### src/design/core6502_consts.svh
// Bus widths, reset vector addresses, PC reset value and flag bit positions
`ifndef CORE6502_CONSTS_SVH
`define CORE6502_CONSTS_SVH

// Bus widths
`define ADDR_WIDTH 16
`define DATA_WIDTH 8

// Reset vector, low byte first
`define RESET_VECTOR_LO 16'hFFFC
`define RESET_VECTOR_HI 16'hFFFD

// PC is overwritten by the vector fetch before first use
`define PC_RESET_VALUE 16'h0000

// Positions inside the flags bus
`define FLAGS_WIDTH 4
`define FLAG_N 3
`define FLAG_Z 2
`define FLAG_C 1
`define FLAG_V 0

`endif

### src/design/core6502_pkg.sv
// Opcode, sequencer state, ALU operation and address source types
package core6502_pkg;

	// Supported opcodes, anything else decodes as NOP
	typedef enum logic [7:0] {
		OP_LDA_IMM = 8'hA9,
		OP_LDX_IMM = 8'hA2,
		OP_LDY_IMM = 8'hA0,
		OP_ADC_IMM = 8'h69,
		OP_SBC_IMM = 8'hE9,
		OP_AND_IMM = 8'h29,
		OP_ORA_IMM = 8'h09,
		OP_EOR_IMM = 8'h49,
		OP_STA_ABS = 8'h8D,
		OP_JMP_ABS = 8'h4C,
		OP_CLC     = 8'h18,
		OP_SEC     = 8'h38,
		OP_TAX     = 8'hAA,
		OP_INX     = 8'hE8,
		OP_NOP     = 8'hEA
	} opcode_t;

	// Sequencer cycles
	typedef enum logic [2:0] {
		VEC0, // Vector low byte
		VEC1, // Vector high byte
		T1,   // Opcode fetch
		T2,   // Operand fetch or implied execute
		T3,   // Address high byte
		T4    // Write
	} tState_t;

	typedef enum logic [3:0] {
		PASS,
		ADC,
		SBC,
		AND,
		ORA,
		EOR,
		INC,
		CLC,
		SEC
	} aluOp_t;

	// Address bus source
	typedef enum logic [1:0] {
		SRC_PC,    // Program counter
		SRC_LATCH, // Absolute address from data latch
		SRC_VEC    // Reset vector
	} addrSrc_t;

endpackage

### src/design/CoreCtrlIf.sv
// Control command bundle from the sequencer to the ALU and register datapath
interface CoreCtrlIf
	import core6502_pkg::*;
();

	aluOp_t   aluOp;   // ALU operation select
	logic     aluEn;   // Write A and flags
	logic     loadX;   // X <= ALU result
	logic     loadY;   // Y <= ALU result
	logic     xferAX;  // X <= A
	logic     incX;    // X <= X + 1
	logic     pcInc;
	logic     pcLoad;  // PC <= {dataIn, latch low}
	logic     latchLo; // Capture dataIn into latch low byte
	logic     latchHi; // Capture dataIn into latch high byte
	addrSrc_t addrSrc;
	logic     vecSel;  // 0 selects vector low, 1 high
	logic     writeA;  // A on dataOut, write cycle

	modport seq (
		output aluOp, aluEn, loadX, loadY, xferAX, incX, pcInc, pcLoad,
		output latchLo, latchHi, addrSrc, vecSel, writeA
	);

	modport dp (
		input aluOp, aluEn, loadX, loadY, xferAX, incX, pcInc, pcLoad,
		input latchLo, latchHi, addrSrc, vecSel, writeA
	);

endinterface

### src/design/Dispatch.sv
// T-state sequencer and instruction decoder driving the per-cycle control commands
`include "core6502_consts.svh"

module Dispatch
	import core6502_pkg::*;
(
	input  logic                   phi0,
	input  logic                   reset,
	input  logic                   rdy,
	input  logic [`DATA_WIDTH-1:0] opcode, // Raw opcode byte from the bus
	CoreCtrlIf.seq                 ctrl,
	output logic                   rnW,
	output logic                   sync
);

	tState_t state;
	tState_t stateNext;
	opcode_t opcodeReg;  // Instruction in flight
	opcode_t opcodeNext; // Fetched byte, unknown folded to NOP

	// Known opcodes pass, everything else runs as NOP
	always_comb begin
		case (opcode)
			OP_LDA_IMM, OP_LDX_IMM, OP_LDY_IMM, OP_ADC_IMM, OP_SBC_IMM,
			OP_AND_IMM, OP_ORA_IMM, OP_EOR_IMM, OP_STA_ABS, OP_JMP_ABS,
			OP_CLC, OP_SEC, OP_TAX, OP_INX, OP_NOP:
				opcodeNext = opcode_t'(opcode);
			default: opcodeNext = OP_NOP;
		endcase
	end

	always_comb begin
		case (state)
			VEC0: stateNext = VEC1;
			VEC1: stateNext = T1;
			T1:   stateNext = T2;
			T2:   stateNext = (opcodeReg == OP_STA_ABS || opcodeReg == OP_JMP_ABS) ? T3 : T1;
			T3:   stateNext = (opcodeReg == OP_STA_ABS) ? T4 : T1;
			default: stateNext = T1; // T4 ends STA
		endcase
	end

	always_ff @(posedge phi0) begin
		if (reset) begin
			state <= VEC0;
			opcodeReg <= OP_NOP; // Nothing pending at first T1
		end else if (rdy) begin
			state <= stateNext;
			if (state == T1)
				opcodeReg <= opcodeNext; // Opcode byte ends T1
		end
	end

	// Command decode from state and latched opcode
	always_comb begin
		ctrl.aluOp = PASS;
		ctrl.aluEn = 1'b0;
		ctrl.loadX = 1'b0;
		ctrl.loadY = 1'b0;
		ctrl.xferAX = 1'b0;
		ctrl.incX = 1'b0;
		ctrl.pcInc = 1'b0;
		ctrl.pcLoad = 1'b0;
		ctrl.latchLo = 1'b0;
		ctrl.latchHi = 1'b0;
		ctrl.addrSrc = SRC_PC;
		ctrl.vecSel = 1'b0;
		ctrl.writeA = 1'b0;
		case (state)
			VEC0: begin
				ctrl.addrSrc = SRC_VEC;
				ctrl.latchLo = 1'b1;
			end
			VEC1: begin
				ctrl.addrSrc = SRC_VEC;
				ctrl.vecSel = 1'b1;
				ctrl.latchHi = 1'b1;
				ctrl.pcLoad = 1'b1; // Jump to vector
			end
			T1: begin
				ctrl.pcInc = 1'b1;
				// Immediate ops finish here, overlapped with the next fetch
				case (opcodeReg)
					OP_LDA_IMM: ctrl.aluEn = 1'b1;
					OP_LDX_IMM: ctrl.loadX = 1'b1;
					OP_LDY_IMM: ctrl.loadY = 1'b1;
					OP_ADC_IMM: begin
						ctrl.aluOp = ADC;
						ctrl.aluEn = 1'b1;
					end
					OP_SBC_IMM: begin
						ctrl.aluOp = SBC;
						ctrl.aluEn = 1'b1;
					end
					OP_AND_IMM: begin
						ctrl.aluOp = AND;
						ctrl.aluEn = 1'b1;
					end
					OP_ORA_IMM: begin
						ctrl.aluOp = ORA;
						ctrl.aluEn = 1'b1;
					end
					OP_EOR_IMM: begin
						ctrl.aluOp = EOR;
						ctrl.aluEn = 1'b1;
					end
					default: ;
				endcase
			end
			T2: begin
				case (opcodeReg)
					OP_CLC: begin
						ctrl.aluOp = CLC;
						ctrl.aluEn = 1'b1;
					end
					OP_SEC: begin
						ctrl.aluOp = SEC;
						ctrl.aluEn = 1'b1;
					end
					OP_TAX: ctrl.xferAX = 1'b1;
					OP_INX: ctrl.incX = 1'b1;
					OP_NOP: ; // Dummy read at PC
					default: begin
						ctrl.pcInc = 1'b1; // Operand or address low byte
						ctrl.latchLo = 1'b1;
					end
				endcase
			end
			T3: begin
				ctrl.latchHi = 1'b1;
				if (opcodeReg == OP_JMP_ABS)
					ctrl.pcLoad = 1'b1;
				else
					ctrl.pcInc = 1'b1;
			end
			default: begin
				ctrl.addrSrc = SRC_LATCH; // STA target
				ctrl.writeA = 1'b1;
			end
		endcase
	end

	assign sync = (state == T1);
	assign rnW = ~ctrl.writeA;

	// An opcode fetch is never a write
	assert property (@(posedge phi0) disable iff (reset) sync |-> rnW);

	// Writes only come from the last cycle of STA
	assert property (@(posedge phi0) disable iff (reset)
		!rnW |-> (state == T4 && opcodeReg == OP_STA_ABS));

endmodule

### src/design/Alu.sv
// ALU function unit and N, Z, C, V flag register
`include "core6502_consts.svh"

module Alu
	import core6502_pkg::*;
(
	input  logic                    phi0,
	input  logic                    reset,
	input  logic                    rdy,
	CoreCtrlIf.dp                   ctrl,
	input  logic [`DATA_WIDTH-1:0]  accIn,
	input  logic [`DATA_WIDTH-1:0]  operand,  // Data latch low byte
	output logic [`DATA_WIDTH-1:0]  aluResult,
	output logic [`FLAGS_WIDTH-1:0] flags
);

	logic                 n;
	logic                 z;
	logic                 c;
	logic                 v;
	logic [`DATA_WIDTH-1:0] addend;   // Operand, inverted for SBC
	logic [`DATA_WIDTH:0]   sum;      // Extra bit is carry out
	logic                 overflow;
	logic [`DATA_WIDTH-1:0] nzValue;  // Value that sets N and Z

	// SBC is A + ~M + C, carry acts as inverted borrow
	assign addend = (ctrl.aluOp == SBC) ? ~operand : operand;
	assign sum = {1'b0, accIn} + {1'b0, addend} + {{`DATA_WIDTH{1'b0}}, c};

	// Signed overflow when both inputs agree and the result sign differs
	assign overflow = (accIn[`DATA_WIDTH-1] == addend[`DATA_WIDTH-1])
		&& (sum[`DATA_WIDTH-1] != accIn[`DATA_WIDTH-1]);

	always_comb begin
		case (ctrl.aluOp)
			ADC, SBC: aluResult = sum[`DATA_WIDTH-1:0];
			AND:      aluResult = accIn & operand;
			ORA:      aluResult = accIn | operand;
			EOR:      aluResult = accIn ^ operand;
			INC:      aluResult = operand + 1'b1;
			CLC, SEC: aluResult = accIn; // A rewritten unchanged
			default:  aluResult = operand; // PASS for loads
		endcase
	end

	// TAX takes N and Z from A itself
	assign nzValue = ctrl.xferAX ? accIn : aluResult;

	always_ff @(posedge phi0) begin
		if (reset) begin
			n <= 1'b0;
			z <= 1'b0;
			c <= 1'b0;
			v <= 1'b0;
		end else if (rdy) begin
			if (ctrl.aluEn) begin
				case (ctrl.aluOp)
					CLC: c <= 1'b0; // Carry only
					SEC: c <= 1'b1;
					default: begin
						n <= nzValue[`DATA_WIDTH-1];
						z <= (nzValue == '0);
						if (ctrl.aluOp == ADC || ctrl.aluOp == SBC) begin
							c <= sum[`DATA_WIDTH];
							v <= overflow;
						end
					end
				endcase
			end else if (ctrl.loadX || ctrl.loadY || ctrl.xferAX) begin
				n <= nzValue[`DATA_WIDTH-1]; // Index loads touch N, Z
				z <= (nzValue == '0);
			end
		end
	end

	assign flags[`FLAG_N] = n;
	assign flags[`FLAG_Z] = z;
	assign flags[`FLAG_C] = c;
	assign flags[`FLAG_V] = v;

	// Stalled core keeps its flags
	assert property (@(posedge phi0) disable iff (reset) !rdy |=> $stable(flags));

endmodule

### src/design/Regs.sv
// A, X, Y, program counter, data latch and bus output selection
`include "core6502_consts.svh"

module Regs
	import core6502_pkg::*;
(
	input  logic                   phi0,
	input  logic                   reset,
	input  logic                   rdy,
	CoreCtrlIf.dp                  ctrl,
	input  logic [`DATA_WIDTH-1:0] dataIn,
	input  logic [`DATA_WIDTH-1:0] aluResult,
	output logic [`DATA_WIDTH-1:0] accOut,
	output logic [`DATA_WIDTH-1:0] latchOut,
	output logic [`DATA_WIDTH-1:0] opcode,
	output logic [`ADDR_WIDTH-1:0] addr,
	output logic [`DATA_WIDTH-1:0] dataOut
);

	logic [`DATA_WIDTH-1:0] a;
	logic [`DATA_WIDTH-1:0] x;
	logic [`DATA_WIDTH-1:0] y;
	logic [`ADDR_WIDTH-1:0] pc;
	logic [`DATA_WIDTH-1:0] dataLo; // Operand or address low
	logic [`DATA_WIDTH-1:0] dataHi; // Address high

	always_ff @(posedge phi0) begin
		if (reset) begin
			a <= '0;
			x <= '0;
			y <= '0;
			pc <= `PC_RESET_VALUE;
		end else if (rdy) begin
			if (ctrl.aluEn)
				a <= aluResult;
			if (ctrl.loadX)
				x <= aluResult;
			else if (ctrl.xferAX)
				x <= a;
			else if (ctrl.incX)
				x <= x + 1'b1;
			if (ctrl.loadY)
				y <= aluResult;
			// High byte comes straight off the bus in the same cycle
			if (ctrl.pcLoad)
				pc <= {dataIn, dataLo};
			else if (ctrl.pcInc)
				pc <= pc + 1'b1;
		end
	end

	// Data latch
	always_ff @(posedge phi0) begin
		if (rdy) begin
			if (ctrl.latchLo)
				dataLo <= dataIn;
			if (ctrl.latchHi)
				dataHi <= dataIn;
		end
	end

	always_comb begin
		case (ctrl.addrSrc)
			SRC_LATCH: addr = {dataHi, dataLo};
			SRC_VEC:   addr = ctrl.vecSel ? `RESET_VECTOR_HI : `RESET_VECTOR_LO;
			default:   addr = pc;
		endcase
	end

	assign dataOut = ctrl.writeA ? a : '0; // Zero outside write cycles
	assign accOut = a;
	assign latchOut = dataLo;
	assign opcode = dataIn; // Sequencer picks it up at T1

endmodule

### src/design/Core6502.sv
// Top level, sequencer, ALU and registers on one memory bus
`include "core6502_consts.svh"

module Core6502 (
	input  logic                    phi0,    // Single core clock
	input  logic                    reset,   // Synchronous, active high
	input  logic                    rdy,     // Low stalls the whole core
	input  logic [`DATA_WIDTH-1:0]  dataIn,  // Read data
	output logic                    rnW,     // 1 read, 0 write
	output logic                    sync,    // Opcode fetch cycle
	output logic [`ADDR_WIDTH-1:0]  addr,
	output logic [`DATA_WIDTH-1:0]  dataOut, // Write data
	output logic [`FLAGS_WIDTH-1:0] flags    // N, Z, C, V
);

	logic [`DATA_WIDTH-1:0] accA;
	logic [`DATA_WIDTH-1:0] dataLatch;
	logic [`DATA_WIDTH-1:0] aluResult;
	logic [`DATA_WIDTH-1:0] opcodeByte;

	CoreCtrlIf ctrl ();

	Dispatch disp (
		.phi0(phi0),
		.reset(reset),
		.rdy(rdy),
		.opcode(opcodeByte),
		.ctrl(ctrl.seq),
		.rnW(rnW),
		.sync(sync)
	);

	Alu alu (
		.phi0(phi0),
		.reset(reset),
		.rdy(rdy),
		.ctrl(ctrl.dp),
		.accIn(accA),
		.operand(dataLatch),
		.aluResult(aluResult),
		.flags(flags)
	);

	Regs regs (
		.phi0(phi0),
		.reset(reset),
		.rdy(rdy),
		.ctrl(ctrl.dp),
		.dataIn(dataIn),
		.aluResult(aluResult),
		.accOut(accA),
		.latchOut(dataLatch),
		.opcode(opcodeByte),
		.addr(addr),
		.dataOut(dataOut)
	);

endmodule

### config.mk
export PLATFORM = sky130hd
export DESIGN_NAME = Core6502
export DESIGN_NICKNAME = d
export VERILOG_FILES = /design/src/design/core6502_pkg.sv /design/src/design/CoreCtrlIf.sv /design/src/design/Dispatch.sv /design/src/design/Alu.sv /design/src/design/Regs.sv /design/src/design/Core6502.sv
export VERILOG_INCLUDE_DIRS = /design/src /design/src/design
export SDC_FILE = /design/constraint.sdc
export NUM_CORES = 1
export LEC_CHECK = 0
export BUFFER_PORTS_ARGS = -buffer_cell sky130_fd_sc_hd__buf_2
export CAP_MARGIN = 40
export CORE_ASPECT_RATIO = 0.7
export CORE_MARGIN = 2
export CORE_UTILIZATION = 38
export DETAILED_ROUTE_END_ITERATION = 7
export GPL_ROUTABILITY_DRIVEN = 0
export SYNTH_ARGS = -nofsm -noshare
export SYNTH_HDL_FRONTEND = slang
export SYNTH_HIERARCHICAL = 1
export SYNTH_SLANG_ARGS = --single-unit
### constraint.sdc
create_clock -name phi0 -period 10.8 [get_ports phi0]
set_clock_uncertainty 0.2 [all_clocks]
set_input_delay 1.62 -clock phi0 [delete_from_list [all_inputs] [get_ports phi0]]
set_output_delay 1.62 -clock phi0 [all_outputs]
set_load 0.005 [all_outputs]
# Yosys cells after proc, flatten, opt, wreduce, memory -nomap -nowiden
# Index checks and enable logic that the tools add are counted.
# totals
mem_count	0
latch_bits	0
regBits	55
mem_bits_rw	0
wordCells	135
out_inout_bits	30
romBits	0
inputBits	11
# classes
shifts	0
n_addsub	4
n_mul	0
n_bitwise	5
n_lt_le_gt_ge	0
n_div	0
n_mux	41
n_reduce_logical	28
eq_ne	47
# op_table
cell	n
equality test 8 bit, second input constant	16
equality test 8 x 7 -> 1 bit, second input constant	6
case mux 8 bit (6 select lines)	1
equality test 8 x 6 -> 1 bit, second input constant	4
two-way mux 16 bit	2
two-way mux 8 bit	4
case mux 16 bit (2 select lines)	1
two-way mux 1 bit	21
adder 16 x 1 -> 16 bit, second input constant	1
equality test 4 x 3 -> 1 bit, second input constant	4
equality test 8 x 4 -> 1 bit, second input constant	2
equality test 8 x 5 -> 1 bit, second input constant	2
case mux 4 bit (2 select lines)	2
case mux 3 bit (5 select lines)	1
OR reduction 15 bit	1
case mux 3 bit (4 select lines)	1
AND reduction 2 bit	5
OR reduction 2 bit	5
OR reduction 5 bit	2
adder 8 x 8 -> 9 bit	1
adder 9 x 1 -> 9 bit	1
adder 8 x 1 -> 8 bit, second input constant	1
AND 8 bit	1
equality test 4 x 2 -> 1 bit, second input constant	2
other kinds (28)	38

# Logic depth before layout (Yosys ltp)
# Gate-level depths: netlist of the first run.
# depth
ltp_word	12
mapped_depth	18

# By module
# The synthesis of the first run kept the hierarchy.
# modules_own_cells
module	area_per_inst_um2	instances	cells_each
Regs	2242.2	1	266
Alu	1841.8	1	250
Dispatch	991.0	1	130

# Worst setup path after synthesis of the first run
# OpenSTA, ideal clock, no wires.
# synth_timing
path_kind	register to register
startpoint	register disp.state[0]
endpoint	register alu.z
slack_ns	6.136
arrival_time_ns	4.405
required_ns	10.541
path_stages_with_launch	18
cell_sequence	dfxtp_1 > buf_2 > or3b_4 > nor4b_2 > nand3_1 > o21ai_0 > buf_6 > or2b_1 > nor3_2 > xnor2_1 > fa_1 > fa_1 > nor2b_1 > o211ai_1 > a311oi_2 > nand2_2 > a2111oi_2 > a31o_1
# synth_via
elab_chain_len	11
elab_cells_between_ends	31
# synth_rtl
item	line	source
start: declaration	Dispatch.sv:16	tState_t state;
start signal: assignment	Dispatch.sv:48	state <= stateNext;
equality test 3 x 2 -> 1 bit	Dispatch.sv:69	case (state)
case mux 4 bit (2 select lines) (*)	Dispatch.sv:69	
named net ctrl.aluOp[1]	CoreCtrlIf.sv:6	aluOp_t aluOp;
equality test 4 x 2 -> 1 bit	Alu.sv:27, Alu.sv:35	
two-way mux 8 bit	Alu.sv:27	assign addend = (ctrl.aluOp == SBC) ? ~operand : operand;
adder 8 x 8 -> 9 bit	Alu.sv:28	assign sum = {1'b0, accIn} + {1'b0, addend} + {{`DATA_WIDTH{1'b0}}, c};
adder 9 x 1 -> 9 bit	Alu.sv:28	
case mux 8 bit (6 select lines)	Alu.sv:35	case (ctrl.aluOp)
two-way mux 8 bit	Alu.sv:47	assign nzValue = ctrl.xferAX ? accIn : aluResult;
zero test 8 bit	Alu.sv:62, Alu.sv:71	
two-way mux 1 bit, on equally long branches	Alu.sv:69, Alu.sv:57	
two-way mux 1 bit	Alu.sv:56	if (ctrl.aluEn) begin
end signal: assignment	Alu.sv:62	z <= (nzValue == '0);
end signal: assignment	Alu.sv:71	z <= (nzValue == '0);
end: declaration	Alu.sv:18	logic z;
# The timed path passes the listed nets; every way through them passes the cells marked *. The select of a mux whose other input is x is not followed.
# A chain may end at the register's enable or synchronous reset.

# Worst setup path after layout of the first run
# layout_timing
startpoint	register disp.state[1]
endpoint	register alu.z
# layout_via
elab_chain_len	11
elab_cells_between_ends	31
# layout_rtl
item	line	source
equality test 3 x 2 -> 1 bit	Dispatch.sv:69	
case mux 4 bit (2 select lines) (*)	Dispatch.sv:69	
named net ctrl.aluOp[1]	CoreCtrlIf.sv:6	
equality test 4 x 2 -> 1 bit	Alu.sv:27, Alu.sv:35	
two-way mux 8 bit	Alu.sv:27	
adder 8 x 8 -> 9 bit	Alu.sv:28	
adder 9 x 1 -> 9 bit	Alu.sv:28	
case mux 8 bit (6 select lines) (*)	Alu.sv:35	
named net aluResult[6]	Core6502.sv:18	logic [`DATA_WIDTH-1:0] aluResult;
two-way mux 8 bit (*)	Alu.sv:47	
zero test 8 bit (*)	Alu.sv:62, Alu.sv:71	
two-way mux 1 bit, on equally long branches	Alu.sv:69, Alu.sv:57	
two-way mux 1 bit (*)	Alu.sv:56	
# Marked as above.

==> flow_metrics.py, run 1 <==
metrics = {
    "drt": {
        "vias": 4952,
        "vias_per_cell": 6.091,
        "ant_nets": 0,
        "wl_um": 15550,
        "firstDrtPassIters": 6,
        "drc": 0,
        "initialDrtViolationCount": 926,
        "wire_per_inst_um": 19.12,
    },
    "cts": {
        "cts_tree": "yes",
        "clock_sinks": 55,
        "cts_hold_buf": 0,
        "cts-resized-gates": 0,
        "post_cts_buffers": 0,
        "clk_pin_slew_worst_paths_ps": 70,
        "cts_htree_levels": 2,
        "cts_buffers": 5,
        "root_buffer": "clkbuf_16",
        "clock_tree.buffer_depth": 2,
        "clk_latency_ps": 300,
    },
    "die": {
        "boundaryPins": 41,
        "fp.dieH_um": 100.6,
        "start_util": 0.3871,
        "placementRows": 35,
        "die_area_um2": 14290,
        "dieWidth_um": 142.0,
        "coreArea_um2": 13090,
    },
    "worst_setup_path": {
        "endpoint_kind": "flip-flop",
        "reg2regPathDepth": 17,
        "worst_setup_path_start_kind": "flip-flop",
        "worstPathRequired_ps": 10800,
        "path_class": "reg -> reg",
        "crit_fanout": 26,
        "arrival_ps": 5480,
    },
    "power_and_ir_drop": {
        "p_int_w": 0.0003387,
        "seq_power_share": 0.485,
        "p_leak_nw": 1.897,
        "switchingPower_w": 0.0001478,
        "powerDensity_nw_per_um2": 90.33,
        "switching_share": 0.3038,
        "comb_power_share": 0.170,
        "ir_drop_v": 0.00006737,
        "p_clk_frac": 0.345,
    },
    "min_path": {
        "hold_path.class": "reg -> reg",
        "holdPathStages": 2,
    },
    "finish": {
        "layout_common_cells": "nand2_1 (60), nor2_1 (51), a21oi_1 (49), buf_2 (40), dfxtp_1 (39)",
        "drive_gt1_frac": 0.1329,
        "mostFrequentLayoutCell": "nand2_1",
        "area_growth_pct": 6.245,
        "diodes": 0,
        "num-nets-final": 686,
    },
    "timing": {
        "tightest_slew_ps": 975.6,
        "report.final.hold_viol_count": 0,
        "setup_tns_ps": 0,
        "grt_setup_unrepaired": "no",
        "fmax_mhz": 182.5,
        "report.final.setup_viol": 0,
        "holdWs_ps": 285.9,
        "slew_viol_final": 0,
        "timing.final.crit_share": 0.5075,
        "slew_headroom": 0.3436,
        "period_needed_ps": 5480,
    },
    "global_route": {
        "grt_pass1_vias": 4487,
        "antenna_found_initial": 0,
        "grt_max_degree": 60,
        "track_usage": 0.2182,
        "overflow": 0,
        "grt_pass1_wl_um": 24610,
    },
    "placed_design": {
        "dp_hpwl_um": 11140,
        "portBuffers": 40,
    },
    "yosys": {
        "yosysWarnings": 6,
        "synth.avg_cell_area_um2": 7.858,
        "syn-num-nets": 685,
        "syn_area_um2": 5069,
        "synthCells": 645,
    },
    "outcome": {
        "outcome": "complete, no violations",
    },
    "run": {
        "drv_cap": 0,
    },
}
==> worst paths after layout <==
kind	from	endpoint	slack, ps
worst min register to register	alu/v	alu/v	290
worst max-delay path	disp/state[1]	alu/z	5320
worst max register to register	disp/state[1]	alu/z	5320
worst min-delay path	alu/v	alu/v	290
==> stage by stage <==
step	instance area (µm²)	power (W)	utilization	setup slack, ps	std cells
after global routing	5385	0.0005073	0.4113	4874	813
after global placement	5240	0.0003184	0.4002	5694	805
after detailed placement	5240	0.0003208	0.4002	5424	805
after CTS	5385	0.0004865	0.4113	5408	813
final	5385	0.0004865	0.4113	5320	813
after floorplan	5069	0.0002917	-	6136	645
==> per-layer routing <==
| metal | vias up | wire [µm] | share of wire | track usage |
|---|---|---|---|---|
| met5 | - | 0 | 0 | 0 |
| met4 | 0 | 311 | 0.020 | 0.05846 |
| met3 | 30 | 1492 | 0.096 | 0.04893 |
| met2 | 266 | 6286 | 0.40 | 0.3014 |
| met1 | 2291 | 7458 | 0.48 | 0.3357 |
| li1 | 2365 | - | - | - |
==> registers in the layout, summed over array words and instances, names as in the netlist <==
signal / cells
alu/c: 1
regs/dataHi: 8
regs/accOut: 8
alu/z: 1
regs/latchOut: 8
regs/pc: 16
alu/n: 1
alu/v: 1
disp/opcodeReg: 8
disp/state: 3
==> cell type report <==
type                            instances  area (µm²)
Fill cell                            1312        7709
Multi-Input combinational cell        500        3376
Sequential cell                        55        1261
Timing Repair Buffer                   48       260.3
Tap cell                              166       207.7
Inverter                               36       135.1
Clock buffer                            5       125.1
Clock inverter                          3       20.02
==> critical path: stages, from the launching register on <==
cell	delay, ps
dfxtp_1	440
or3b_4	450
nor4b_2	350
nand3_1	160
o21ai_2	90
buf_4	290
or2b_1	300
nor3_2	570
xnor2_1	180
fa_1	440
fa_1	400
nor2b_1	210
o211ai_1	190
a2111oi_0	520
a211oi_1	90
a21oi_1	200
nor3_1	80
a31o_1	220
==> power by group through the flow <==
stage,Sequential (W),Clock (W),Combinational (W)
after detailed placement,0.000240,0,0.0000808
after global placement,0.000239,0,0.0000790
after global routing,0.000237,0.000179,0.0000914
after floorplan,0.000233,0,0.0000585
after CTS,0.000235,0.000170,0.0000814
final,0.000236,0.000168,0.0000826
Power figures use the tool's default switching activity.
==> run 2, diff against run 1 <==
Clock period 10.8 ns to 5.1 ns, I/O delays scaled along.
==> flow_metrics.py, run 2 (synthesized netlist as in run 1, its figures left out) <==
metrics = {
    "finish": {
        "multi_input_area_um2": 3377,
        "layout_common_cells": "nand2_1 (60), nor2_1 (51), a21oi_1 (49), buf_2 (40), dfxtp_1 (39)",
        "fin_util": 0.4141,
        "largest_register_ffs": 16,
        "drive_gt1_frac": 0.1356,
        "diodes": 0,
        "seq_area_um2": 1261,
        "fin_area_um2": 5423,
        "mostFrequentLayoutCell": "nand2_1",
        "finalNonFillerCells": 815,
        "area_growth_pct": 6.986,
        "num-nets-final": 688,
        "top_register": "regs/pc",
        "fillers": 1318,
    },
    "cts": {
        "cts_buffers": 5,
        "cts-resized-gates": 0,
        "cts_tree": "yes",
        "clk_latency_ps": 300,
        "cts_hold_buf": 0,
        "root_buffer": "clkbuf_16",
        "clock_sinks": 55,
        "cts_htree_levels": 2,
        "clk_pin_slew_worst_paths_ps": 80,
        "post_cts_buffers": 0,
        "clock_tree.buffer_depth": 2,
    },
    "timing": {
        "period_needed_ps": 4643,
        "tightest_slew_ps": 891.1,
        "fmax_mhz": 215.4,
        "slew_viol_final": 0,
        "report.final.setup_viol": 0,
        "setup_tns_ps": 0,
        "grt_setup_unrepaired": "no",
        "report.final.hold_viol_count": 0,
        "timing.final.crit_share": 0.9103,
        "holdWs_ps": 275.5,
        "slew_headroom": 0.4059,
    },
    "worst_setup_path": {
        "worstPathRequired_ps": 5150,
        "crit_top_cell": "fa_1",
        "worst_setup_path_start_kind": "flip-flop",
        "crit_path_top_delay_cell": "or3b_4",
        "path_class": "reg -> reg",
        "r2r-start": "disp/state[2]",
        "regToRegSetupSlack_ps": 460,
        "worstReg2RegEnd": "alu/z",
        "critical_path.max_stage_delay_ps": 470,
        "arrival_ps": 4690,
        "critPathLaunch": "disp/state[2]",
        "crit_chain": "or3b_4 -> nor4b_2 -> nand3_1 -> o21ai_2 -> or2b_1 -> nor3_2 -> xnor2_1 -> fa_1 -> fa_1 -> nor2b_1 -> o211ai_1 -> a311oi_2 -> nand2_2 -> a2111oi_2 -> a31o_1",
        "endpoint_kind": "flip-flop",
        "crit_fanout": 11,
        "reg2regPathDepth": 15,
    },
    "drt": {
        "drc": 0,
        "vias_per_cell": 6.087,
        "initialDrtViolationCount": 635,
        "firstDrtPassIters": 5,
        "vias": 4961,
        "ant_nets": 0,
        "wire_per_inst_um": 19.09,
        "wl_um": 15560,
    },
    "min_path": {
        "hold_start": "alu/v",
        "hold_path.class": "reg -> reg",
        "holdPathStages": 2,
        "min_to": "alu/v",
    },
    "die": {
        "die_area_um2": 14290,
        "boundaryPins": 41,
        "start_util": 0.3871,
        "dieWidth_um": 142.0,
        "coreArea_um2": 13090,
        "placementRows": 35,
        "fp.dieH_um": 100.6,
    },
    "run": {
        "drv_cap": 0,
    },
    "placed_design": {
        "portBuffers": 40,
        "place_inst": 806,
        "post_dp_cell_area_um2": 5271,
        "dp_hpwl_um": 11370,
    },
    "outcome": {
        "outcome": "complete, no violations",
    },
    "power_and_ir_drop": {
        "ir_drop_v": 0.0001348,
        "powerDensity_nw_per_um2": 190.1,
        "p_leak_nw": 1.916,
    },
    "global_route": {
        "grt_pass1_wl_um": 25190,
        "grt_max_degree": 44,
        "antenna_found_initial": 0,
        "track_usage": 0.2208,
        "overflow": 0,
        "grt_pass1_vias": 4591,
    },
}
-- run 2: cell count changes in the layout (fill, tap and decap cells not counted) --
cell	delta
buf_4	-1
buf_6	+1
a2111oi_1	+1
a2111oi_0	-1
clkbuf_2	+1
buf_16	+1
-- run 2: metrics by stage --
step	setup WS [ps]	power [W]
after CTS	518.8	0.001034
after floorplan	436.4	0.0006178
after detailed placement	559.4	0.0006798
after global routing	71.30	0.001076
final	457.5	0.001031
after global placement	698.9	0.0006722
-- run 2: cell type report --
cell class                 count  share of cell area
tap                          166             0.03830
clock buffer                   5             0.02307
inverter                      36             0.02492
timing repair buffer          50             0.05468
multi-input combinational    500              0.6228
clock inverter                 3            0.003692
sequential                    55              0.2326
-- run 2: worst max path at each step --
stage / slack, ps / end
2_1_floorplan: 440 / alu/z
3_3_place_gp: 700 / alu/z
3_5_place_dp: 560 / alu/z
4_1_cts: 520 / alu/z
5_1_grt: 70 / alu/z
6_report: 460 / alu/z
-- run 2: power by group --
group	total [W]	switching, W	internal, W
Sequential	0.000499	0.0000312	0.000468
Combinational	0.000175	0.000107	0.0000685
Clock	0.000356	0.000174	0.000182
Total	0.00103	0.000312	0.000719
-- run 2: per-layer routing --
metal | GRT usage | vias to the layer above | share of wire | routed length (µm)
met1 | 0.3330 | 2372 | 0.49 | 7615
met3 | 0.05036 | 15 | 0.087 | 1358
li1 | - | 2375 | - | -
met4 | 0.04615 | 0 | 0.0098 | 153
met2 | 0.3188 | 199 | 0.41 | 6429
met5 | 0 | - | 0 | 0
-- run 2: critical path, delay by kind of cell, from the launching register on --
| kind | cells | cell delay [ps] |
|---|---|---|
| fa+ha+maj | 2 | 820 |
| flops | 1 | 420 |
| simple gates | 7 | 1800 |
| compound gates | 5 | 1230 |
| xor+xnor | 1 | 130 |
==> run 3, diff against run 2 <==
Settings changed: ABC_AREA set to 1, CORE_UTILIZATION 38 to 50, PLACE_DENSITY set to 0.69.
==> flow_metrics.py, run 3 <==
metrics = {
    "placed_design": {
        "portBuffers": 40,
        "dp_hpwl_um": 10810,
        "place_inst": 921,
    },
    "timing": {
        "fmax_mhz": 236.8,
        "setup_tns_ps": 0,
        "slew_headroom": 0.4476,
        "period_needed_ps": 4223,
        "tightest_slew_ps": 828.6,
        "slew_viol_final": 0,
        "timing.final.crit_share": 0.8281,
        "grt_setup_unrepaired": "no",
        "report.final.hold_viol_count": 0,
        "report.final.setup_viol": 0,
    },
    "cts": {
        "cts_hold_buf": 0,
        "clk_latency_ps": 310,
        "cts-resized-gates": 0,
        "post_cts_buffers": 0,
        "root_buffer": "clkbuf_16",
        "cts_htree_levels": 2,
        "cts_tree": "yes",
        "cts_buffers": 5,
        "clock_sinks": 55,
        "clock_tree.buffer_depth": 2,
        "clk_pin_slew_worst_paths_ps": 80,
    },
    "outcome": {
        "outcome": "complete, no violations",
    },
    "finish": {
        "fillers": 941,
        "largest_register_ffs": 16,
        "mostFrequentLayoutCell": "nand2_1",
        "area_growth_pct": 6.900,
        "finalNonFillerCells": 929,
        "seq_area_um2": 1261,
        "multi_input_area_um2": 3042,
        "diodes": 0,
        "top_register": "regs/pc",
        "drive_gt1_frac": 0.1124,
        "num-nets-final": 840,
        "layout_common_cells": "nand2_1 (214), inv_1 (107), nor2_1 (85), nand3_1 (79), a21oi_1 (44)",
    },
    "worst_setup_path": {
        "crit_path_top_delay_cell": "nor2_2",
        "path_class": "reg -> reg",
        "arrival_ps": 4180,
        "crit_top_cell": "nand2_1",
        "path_buf_inv": 3,
        "crit_chain": "inv_2 -> nand2_4 -> nor2_4 -> inv_2 -> nor3_4 -> o21ai_0 -> nand2_1 -> nand2_1 -> nor2_2 -> xor2_1 -> fa_1 -> fa_1 -> nand3b_1 -> nand2_1 -> nand3_1 -> nand2_1 -> nand2_1 -> nand3_1 -> nand2_1 -> nor2_1 -> inv_1 -> nand2_1 -> a21oi_1",
        "worst_setup_path_start_kind": "flip-flop",
        "path_delay_family": "simple AND/OR/NAND/NOR gates",
        "endpoint_kind": "flip-flop",
        "regToRegSetupSlack_ps": 880,
        "crit_fanout": 8,
        "worstPathRequired_ps": 5060,
        "critical_path.max_stage_delay_ps": 460,
    },
    "power_and_ir_drop": {
        "powerDensity_nw_per_um2": 198.6,
        "p_leak_nw": 2.396,
        "ir_drop_v": 0.0001570,
    },
    "drt": {
        "vias": 5183,
        "drc": 0,
        "wire_per_inst_um": 15.30,
        "wl_um": 14220,
        "initialDrtViolationCount": 477,
        "vias_per_cell": 5.579,
        "ant_nets": 0,
        "firstDrtPassIters": 5,
    },
    "run": {
        "drv_cap": 0,
    },
    "yosys": {
        "syn_area_um2": 4932,
        "synthCells": 781,
        "yosysWarnings": 6,
        "synth.avg_cell_area_um2": 6.315,
        "syn-num-nets": 821,
    },
    "die": {
        "dieWidth_um": 122.7,
        "boundaryPins": 41,
        "die_area_um2": 10690,
        "start_util": 0.5113,
        "coreArea_um2": 9647,
        "fp.dieH_um": 87.10,
        "placementRows": 30,
    },
    "global_route": {
        "antenna_found_initial": 0,
        "grt_pass1_vias": 4483,
        "track_usage": 0.2711,
        "grt_pass1_wl_um": 22510,
        "grt_max_degree": 38,
        "overflow": 0,
    },
    "min_path": {
        "hold_path.class": "reg -> reg",
    },
}
## run 3: layout make-up
| class | instances | share of cell area |
|---|---|---|
| Clock buffer | 5 | 0.02373 |
| Clock inverter | 3 | 0.005458 |
| Inverter | 118 | 0.08495 |
| Multi-Input combinational cell | 579 | 0.5769 |
| Sequential cell | 55 | 0.2392 |
| Tap cell | 128 | 0.03037 |
| Timing Repair Buffer | 41 | 0.03939 |
## run 3: report_power, final
group          switching (W)  leakage [nW]  internal, W
clock               0.000183        0.0759     0.000188
combinational       0.000123          1.85    0.0000619
sequential         0.0000240         0.465     0.000467
## run 3: per-layer routing
| layer | GRT usage | routed length [µm] | up-vias |
|---|---|---|---|
| li1 | - | - | 2559 |
| met1 | 0.4142 | 6823 | 2358 |
| met2 | 0.3872 | 5925 | 241 |
| met3 | 0.05497 | 1293 | 25 |
| met4 | 0.06165 | 174 | 0 |
| met5 | 0 | 0 | - |
## run 3: worst min-delay path, cell delays in order, from the launching register on
cell and delay, ps:
dfxtp_1 320, nand2_1 70, a21oi_1 60
## run 3: final timing paths
check | startpoint | to | cells past startpoint
max | disp/state[2] | regs/accOut[6] | 23
min reg2reg | alu/v | alu/v | 2
min | alu/v | alu/v | 2
max reg2reg | disp/state[2] | regs/accOut[6] | 23
## run 3: metrics by stage
step | setup slack, ps | area (µm²) | util | hold slack (ps) | power [W]
final | 876.6 | 5273 | 0.5466 | 291.1 | 0.001047
after global routing | 567.5 | 5273 | 0.5466 | 318.3 | 0.001093
after CTS | 936.8 | 5273 | 0.5466 | 280.7 | 0.001052
after detailed placement | 960.3 | 5119 | 0.5306 | 262.4 | 0.0006818
after global placement | 1135 | 5119 | 0.5306 | 250.3 | 0.0006786
after floorplan | 1403 | 4932 | - | 237.8 | 0.0006290
